### config.mk
export PLATFORM = sky130hd
export DESIGN_NAME = tpu_top
export DESIGN_NICKNAME = d
export VERILOG_FILES = /design/src/rtl/tpu_cfg_pkg.sv /design/src/rtl/tpu_ctrl_pkg.sv /design/src/rtl/tpu_ctrl.sv /design/src/rtl/tpu_operand_skew.sv /design/src/rtl/tpu_pe.sv /design/src/rtl/tpu_pe_array.sv /design/src/rtl/tpu_top.sv
export SDC_FILE = /design/constraint.sdc
export NUM_CORES = 2
export LEC_CHECK = 0
export ABC_AREA = 1
export BUFFER_PORTS_ARGS = -buffer_cell sky130_fd_sc_hd__buf_2
export CAP_MARGIN = 20
export CORE_MARGIN = 2
export CORE_UTILIZATION = 52
export DETAILED_ROUTE_END_ITERATION = 8
export PLACE_DENSITY = 0.7
export SLEW_MARGIN = 20
export SYNTH_ARGS = -nofsm -noshare
export SYNTH_HDL_FRONTEND = slang
export SYNTH_HIERARCHICAL = 1
export SYNTH_SLANG_ARGS = --single-unit
### constraint.sdc
create_clock -name clk -period 6.8 [get_ports clk]
set_clock_uncertainty 0.15 [all_clocks]
set_input_delay 1.36 -clock clk [delete_from_list [all_inputs] [get_ports clk]]
set_output_delay 1.36 -clock clk [all_outputs]
set_load 0.05 [all_outputs]
### src/rtl/tpu_cfg_pkg.sv
`default_nettype none

// ---------------------------------------------------------------------------
// Array geometry and data widths
// ---------------------------------------------------------------------------
package tpu_cfg_pkg;

    // Cells per side of the systolic grid
    localparam int ARRAY_DIM = 4;

    // Operand element and accumulator widths
    localparam int ELEM_W = 8;
    localparam int ACC_W  = 32;

    // Job dimension inputs and memory indices
    localparam int DIM_W  = 8;
    localparam int ADDR_W = 12;

    // Packed memory words
    localparam int OP_WORD_W  = ARRAY_DIM * ELEM_W;
    localparam int ROW_WORD_W = ARRAY_DIM * ACC_W;

    // Drain row select
    localparam int ROW_SEL_W = $clog2(ARRAY_DIM);

endpackage

`default_nettype wire

### src/rtl/tpu_ctrl_pkg.sv
`default_nettype none

package tpu_ctrl_pkg;
    import tpu_cfg_pkg::*;

    typedef enum logic [1:0] {
        ST_IDLE,
        ST_CALC,
        ST_DRAIN
    } tpu_state_e;

    // Skew plus hop latency from the last operand word to the far corner cell
    localparam int FILL_CYCLES = 2 * ARRAY_DIM - 1;

    // Holds K + FILL_CYCLES for the largest K
    localparam int CNT_W = DIM_W + 1;

endpackage

`default_nettype wire

### src/rtl/tpu_ctrl.sv
`timescale 1ns/10ps
`default_nettype none

module tpu_ctrl
    import tpu_cfg_pkg::*, tpu_ctrl_pkg::*;
(
    input  logic                  clk,
    input  logic                  rst_n,
    input  logic                  in_valid,
    input  logic [DIM_W-1:0]      K,
    input  logic [DIM_W-1:0]      M,
    input  logic [DIM_W-1:0]      N,
    output logic                  busy,
    output logic [ADDR_W-1:0]     operand_index,
    output logic                  feed_en,
    output logic [DIM_W-1:0]      m_dim,
    output logic [DIM_W-1:0]      n_dim,
    output logic                  flush,
    output logic [ROW_SEL_W-1:0]  drain_row,
    input  logic [ROW_WORD_W-1:0] row_data,
    output logic                  C_wr_en,
    output logic [ADDR_W-1:0]     C_index,
    output logic [ROW_WORD_W-1:0] C_data_in
);

    tpu_state_e state;
    tpu_state_e state_nxt;

    logic [DIM_W-1:0] k_dim;
    logic [CNT_W-1:0] calc_cnt;
    logic             accept;
    logic             calc_last;
    logic             drain_last;

    // ------------------------------------------------------------------------
    // Job acceptance and dimension capture
    // ------------------------------------------------------------------------

    assign accept = (state == ST_IDLE) && in_valid;

    always_ff @(posedge clk or negedge rst_n) begin
        if (!rst_n) begin
            k_dim <= '0;
            m_dim <= '0;
            n_dim <= '0;
        end else if (accept) begin
            k_dim <= K;
            m_dim <= M;
            n_dim <= N;
        end
    end

    // ------------------------------------------------------------------------
    // Counters
    // ------------------------------------------------------------------------

    // Last CALC cycle is offset K + FILL_CYCLES - 1
    assign calc_last = (calc_cnt == CNT_W'(k_dim) + CNT_W'(FILL_CYCLES - 1));

    // Stop at row M-1, never past the array edge
    assign drain_last = (DIM_W'(drain_row) == m_dim - DIM_W'(1)) ||
                        (drain_row == ROW_SEL_W'(ARRAY_DIM - 1));

    always_ff @(posedge clk or negedge rst_n) begin
        if (!rst_n) begin
            calc_cnt <= '0;
        end else if (state == ST_CALC) begin
            calc_cnt <= calc_last ? '0 : calc_cnt + CNT_W'(1);
        end
    end

    always_ff @(posedge clk or negedge rst_n) begin
        if (!rst_n) begin
            drain_row <= '0;
        end else if (state == ST_DRAIN) begin
            drain_row <= drain_last ? '0 : drain_row + ROW_SEL_W'(1);
        end
    end

    // ------------------------------------------------------------------------
    // FSM
    // ------------------------------------------------------------------------

    always_comb begin
        state_nxt = state;
        case (state)
            ST_IDLE:  if (in_valid)   state_nxt = ST_CALC;
            ST_CALC:  if (calc_last)  state_nxt = ST_DRAIN;
            ST_DRAIN: if (drain_last) state_nxt = ST_IDLE;
            default:  state_nxt = ST_IDLE;
        endcase
    end

    always_ff @(posedge clk or negedge rst_n) begin
        if (!rst_n) begin
            state <= ST_IDLE;
            flush <= 1'b0;
        end else begin
            state <= state_nxt;
            // High for the first idle cycle after the drain
            flush <= (state == ST_DRAIN) && drain_last;
        end
    end

    // ------------------------------------------------------------------------
    // Outputs
    // ------------------------------------------------------------------------

    assign busy    = (state != ST_IDLE);
    assign feed_en = (state == ST_CALC) && (calc_cnt < CNT_W'(k_dim));

    // One A word and one B word per cycle, same index for both
    assign operand_index = feed_en ? ADDR_W'(calc_cnt) : '0;

    assign C_wr_en   = (state == ST_DRAIN);
    assign C_index   = C_wr_en ? ADDR_W'(drain_row) : '0;
    assign C_data_in = C_wr_en ? row_data : '0;

endmodule

`default_nettype wire

### src/rtl/tpu_operand_skew.sv
`timescale 1ns/10ps
`default_nettype none

module tpu_operand_skew
    import tpu_cfg_pkg::*;
(
    input  logic                 clk,
    input  logic                 rst_n,
    input  logic                 feed_en,
    input  logic [DIM_W-1:0]     dim,
    input  logic [OP_WORD_W-1:0] mem_word,
    output logic [OP_WORD_W-1:0] lanes
);

    genvar i;

    generate
        for (i = 0; i < ARRAY_DIM; i++) begin : g_lane
            logic [ELEM_W-1:0] elem;

            // Lanes outside the tile inject zero
            assign elem = (feed_en && (DIM_W'(i) < dim)) ?
                          mem_word[OP_WORD_W-1-i*ELEM_W -: ELEM_W] : '0;

            if (i == 0) begin : g_direct
                assign lanes[OP_WORD_W-1 -: ELEM_W] = elem;
            end else begin : g_delay
                // i-deep shift register so lane i trails lane 0 by i cycles
                logic [ELEM_W-1:0] sr [i];

                always_ff @(posedge clk or negedge rst_n) begin
                    if (!rst_n) begin
                        for (int s = 0; s < i; s++) begin
                            sr[s] <= '0;
                        end
                    end else begin
                        sr[0] <= elem;
                        for (int s = 1; s < i; s++) begin
                            sr[s] <= sr[s-1];
                        end
                    end
                end

                assign lanes[OP_WORD_W-1-i*ELEM_W -: ELEM_W] = sr[i-1];
            end
        end
    endgenerate

endmodule

`default_nettype wire

### src/rtl/tpu_pe.sv
`timescale 1ns/10ps
`default_nettype none

module tpu_pe
    import tpu_cfg_pkg::*;
(
    input  logic              clk,
    input  logic              rst_n,
    input  logic              flush,
    input  logic [ELEM_W-1:0] north_in,
    input  logic [ELEM_W-1:0] west_in,
    output logic [ELEM_W-1:0] south_out,
    output logic [ELEM_W-1:0] east_out,
    output logic [ACC_W-1:0]  acc
);

    logic [2*ELEM_W-1:0] prod;

    // Unsigned 8x8 product
    assign prod = west_in * north_in;

    always_ff @(posedge clk or negedge rst_n) begin
        if (!rst_n) begin
            south_out <= '0;
            east_out  <= '0;
            acc       <= '0;
        end else if (flush) begin
            south_out <= '0;
            east_out  <= '0;
            acc       <= '0;
        end else begin
            // One hop per cycle in each direction
            south_out <= north_in;
            east_out  <= west_in;
            acc       <= acc + ACC_W'(prod);
        end
    end

endmodule

`default_nettype wire

### src/rtl/tpu_pe_array.sv
`timescale 1ns/10ps
`default_nettype none

module tpu_pe_array
    import tpu_cfg_pkg::*;
(
    input  logic                  clk,
    input  logic                  rst_n,
    input  logic                  flush,
    input  logic [OP_WORD_W-1:0]  west_lanes,
    input  logic [OP_WORD_W-1:0]  north_lanes,
    input  logic [ROW_SEL_W-1:0]  drain_row,
    output logic [ROW_WORD_W-1:0] row_data
);

    // ------------------------------------------------------------------------
    // Operand links between cells
    // ------------------------------------------------------------------------

    // h_link[i][j] enters cell (i,j) from the west; column 0 is the array edge
    logic [ELEM_W-1:0] h_link [ARRAY_DIM][ARRAY_DIM+1];
    // v_link[i][j] enters cell (i,j) from the north; row 0 is the array edge
    logic [ELEM_W-1:0] v_link [ARRAY_DIM+1][ARRAY_DIM];

    // Accumulators packed per row, column 0 in the top word
    logic [ROW_WORD_W-1:0] row_words [ARRAY_DIM];

    genvar i;
    genvar j;

    generate
        for (i = 0; i < ARRAY_DIM; i++) begin : g_edge
            assign h_link[i][0] = west_lanes[OP_WORD_W-1-i*ELEM_W -: ELEM_W];
            assign v_link[0][i] = north_lanes[OP_WORD_W-1-i*ELEM_W -: ELEM_W];
        end
    endgenerate

    // ------------------------------------------------------------------------
    // Cell grid
    // ------------------------------------------------------------------------

    generate
        for (i = 0; i < ARRAY_DIM; i++) begin : g_row
            for (j = 0; j < ARRAY_DIM; j++) begin : g_col
                tpu_pe pe (
                    .clk       (clk),
                    .rst_n     (rst_n),
                    .flush     (flush),
                    .north_in  (v_link[i][j]),
                    .west_in   (h_link[i][j]),
                    .south_out (v_link[i+1][j]),
                    .east_out  (h_link[i][j+1]),
                    .acc       (row_words[i][ROW_WORD_W-1-j*ACC_W -: ACC_W])
                );
            end
        end
    endgenerate

    // ------------------------------------------------------------------------
    // Drain row select
    // ------------------------------------------------------------------------

    assign row_data = row_words[drain_row];

endmodule

`default_nettype wire

### src/rtl/tpu_top.sv
`timescale 1ns/10ps
`default_nettype none

module tpu_top
    import tpu_cfg_pkg::*;
(
    input  logic                  clk,
    input  logic                  rst_n,
    input  logic                  in_valid,
    input  logic [DIM_W-1:0]      K,
    input  logic [DIM_W-1:0]      M,
    input  logic [DIM_W-1:0]      N,
    output logic                  busy,
    output logic [ADDR_W-1:0]     A_index,
    input  logic [OP_WORD_W-1:0]  A_data_out,
    output logic [ADDR_W-1:0]     B_index,
    input  logic [OP_WORD_W-1:0]  B_data_out,
    output logic                  C_wr_en,
    output logic [ADDR_W-1:0]     C_index,
    output logic [ROW_WORD_W-1:0] C_data_in
);

    logic [ADDR_W-1:0]     operand_index;
    logic                  feed_en;
    logic [DIM_W-1:0]      m_dim;
    logic [DIM_W-1:0]      n_dim;
    logic                  flush;
    logic [ROW_SEL_W-1:0]  drain_row;
    logic [ROW_WORD_W-1:0] row_data;
    logic [OP_WORD_W-1:0]  west_lanes;
    logic [OP_WORD_W-1:0]  north_lanes;

    assign A_index = operand_index;
    assign B_index = operand_index;

    tpu_ctrl ctrl0 (
        .clk           (clk),
        .rst_n         (rst_n),
        .in_valid      (in_valid),
        .K             (K),
        .M             (M),
        .N             (N),
        .busy          (busy),
        .operand_index (operand_index),
        .feed_en       (feed_en),
        .m_dim         (m_dim),
        .n_dim         (n_dim),
        .flush         (flush),
        .drain_row     (drain_row),
        .row_data      (row_data),
        .C_wr_en       (C_wr_en),
        .C_index       (C_index),
        .C_data_in     (C_data_in)
    );

    // A columns enter from the west, masked by M
    tpu_operand_skew skew_a (
        .clk      (clk),
        .rst_n    (rst_n),
        .feed_en  (feed_en),
        .dim      (m_dim),
        .mem_word (A_data_out),
        .lanes    (west_lanes)
    );

    // B rows enter from the north, masked by N
    tpu_operand_skew skew_b (
        .clk      (clk),
        .rst_n    (rst_n),
        .feed_en  (feed_en),
        .dim      (n_dim),
        .mem_word (B_data_out),
        .lanes    (north_lanes)
    );

    tpu_pe_array array0 (
        .clk         (clk),
        .rst_n       (rst_n),
        .flush       (flush),
        .west_lanes  (west_lanes),
        .north_lanes (north_lanes),
        .drain_row   (drain_row),
        .row_data    (row_data)
    );

endmodule

`default_nettype wire

==> results.ini <==
[drt]
drt-initial-drc-count = 5894
postRouteAntennaNets = 0
firstDrtPassIters = 8
avgRoutedWirePerCell_um = 15.2
viasPerCell = 4.88
drc_errors = 0
wl_mm = 251
vias = 80551

[synthesis]
synth_cells = 14160
synth.yosys.warnings = 6
avgSynthCellArea_um2 = 6.63
syn_area_mm2 = 0.0938

[clocking]
clockRootBuffer = clkbuf_16
cts_tree = built
clkSinkCount = 838
clk_latency_ns = 0.78
post-cts-setup-buffers = 0
hold_buffers = 0
cts.path.max_buffers = 3
cts_buffers = 106
clkTransAtPathRegs_ns = 0.06
htreeDepth = 3
post_cts_resized = 0

[die]
num_rows = 155
die_h_um = 429
start_util_pct = 52.5
die_width_um = 429
die_area_mm2 = 0.184
io_pins = 257
design.core.area_mm2 = 0.179

[power_and_ir_drop]
power.density_mw_per_mm2 = 183
leakage_uw = 0.0624
power_uw = 18300
max-vdd-ir-drop_uv = 212

[worst_setup_path]
crit_top_cell = inv_1
end_kind = flop
r2r_slack_ns = 0.55
crit_type = reg -> reg
required_ns = 7.36
worstSetupStartpointType = flop
critPathMaxStageDelay_ns = 0.54
arrival_ns = 6.80
cpMaxStageDelayCell = fa_1
worst-path-max-fanout = 17

[job]
max_cap_viol_count = 0

[layout]
drive_gt1_share_pct = 4.84
final_cell_mix = 4312 x inv_1, 4020 x nand2_1, 1140 x nor2_1
final_common_cell = inv_1
fin_cells = 16522
fin_area_mm2 = 0.100
syn_to_final_growth_pct = 6.57
final.fill_count = 17609
final_util_pct = 55.9
fin_nets = 15632

[run_status]
status = complete, no violations

[timing]
drv_slew = 0
setup_violations = 0
post-route-period-util_pct = 91.8
rsz0062_at_grt = no
worstMarginPinSlew_ns = 1.04
hold_violations = 0
max_freq_ghz = 0.160
period_needed_ns = 6.25
relSlewSlack_pct = 30.3
setup_tns_ns = 0

[global_route]
antenna_found_initial = 6
grt_pass1_vias = 78050
grt_max_degree = 155
grt.overflow.total = 0
grt_usage_pct = 27.8
grt_pass1_wl_mm = 411

[place]
placed_cells = 16320
numPortBuffers = 238
placed_area_mm2 = 0.0961
place_hpwl_mm = 200
gp_congestion = 0.952

[worst_hold_path]
hold_class = reg -> reg

==> metal layers <==
| layer | routed length, um | global-route usage (%) | share of wire (%) | vias up |
|---|---|---|---|---|
| li1 | - | - | - | 40324 |
| met1 | 110000 | 37.6 | 44 | 37642 |
| met2 | 116000 | 45.5 | 46 | 2150 |
| met3 | 14400 | 3.18 | 5.7 | 425 |
| met4 | 10800 | 11.0 | 4.3 | 10 |
| met5 | 47 | 0 | 0.019 | - |
==> critical path: cells and delay by family (launching register included) <==
| kind | cells | cell delay [ns] |
|---|---|---|
| buf+inv | 8 | 1.23 |
| simple gates | 14 | 1.68 |
| flops | 1 | 0.43 |
| fa+ha+maj | 6 | 2.71 |
==> sequential cells by signal, summed over array words and instances (netlist names) <==
signal                           count
array0/g_row.g_col.pe/south_out     96
ctrl0/flush                          1
array0/g_row.g_col.pe/east_out      96
array0/g_row.g_col.pe/acc          512
skew_a/lanes                        16
ctrl0/drain_row                      2
ctrl0/state                          2
ctrl0/calc_cnt                       9
ctrl0/m_dim                          8
ctrl0/k_dim                          8
skew_b/lanes                        16
skew_a/g_lane.g_delay.sr            32
skew_b/g_lane.g_delay.sr            32
ctrl0/n_dim                          8
==> metrics by stage <==
step	hold WS [ns]	worst slack (ns)
after global placement	0.182	0.651
after CTS	0.192	0.497
after global routing	0.202	0.00151
final	0.191	0.555
after detailed placement	0.185	0.499
after floorplan	0.181	1.08
==> cell type report <==
type | instances | area (um2) | area share [%]
antenna | 1 | 2.50 | 0.00250
clock buffer | 133 | 2920 | 2.92
clock inverter | 68 | 978 | 0.979
inverter | 4361 | 16400 | 16.4
multi-input combinational | 8490 | 54200 | 54.2
sequential | 838 | 21000 | 21.0
tap | 2355 | 2950 | 2.95
timing repair buffer | 276 | 1610 | 1.61
==> final timing paths <==
kind / start / to / cells past startpoint
max: ctrl0/k_dim[5] / array0/g_row[0].g_col[0].pe/acc[28] / 28
min in group asynchronous: rst_n / array0/g_row[3].g_col[0].pe/acc[22] / 1
min: skew_b/g_lane[2].g_delay.sr[13] / skew_b/lanes[13] / 0
max reg2reg: ctrl0/k_dim[5] / array0/g_row[0].g_col[0].pe/acc[28] / 28
min reg2reg: skew_b/g_lane[2].g_delay.sr[13] / skew_b/lanes[13] / 0
max in group asynchronous: rst_n / array0/g_row[2].g_col[2].pe/acc[16] / 2
==> power by group <==
| part | internal (uW) | switching [uW] | total (uW) |
|---|---|---|---|
| logic | 1930 | 3800 | 5730 |
| clock network | 3790 | 2580 | 6370 |
| registers | 5610 | 567 | 6180 |
| total | 11300 | 6950 | 18300 |
No activity file was read; power rests on OpenSTA's default activity.
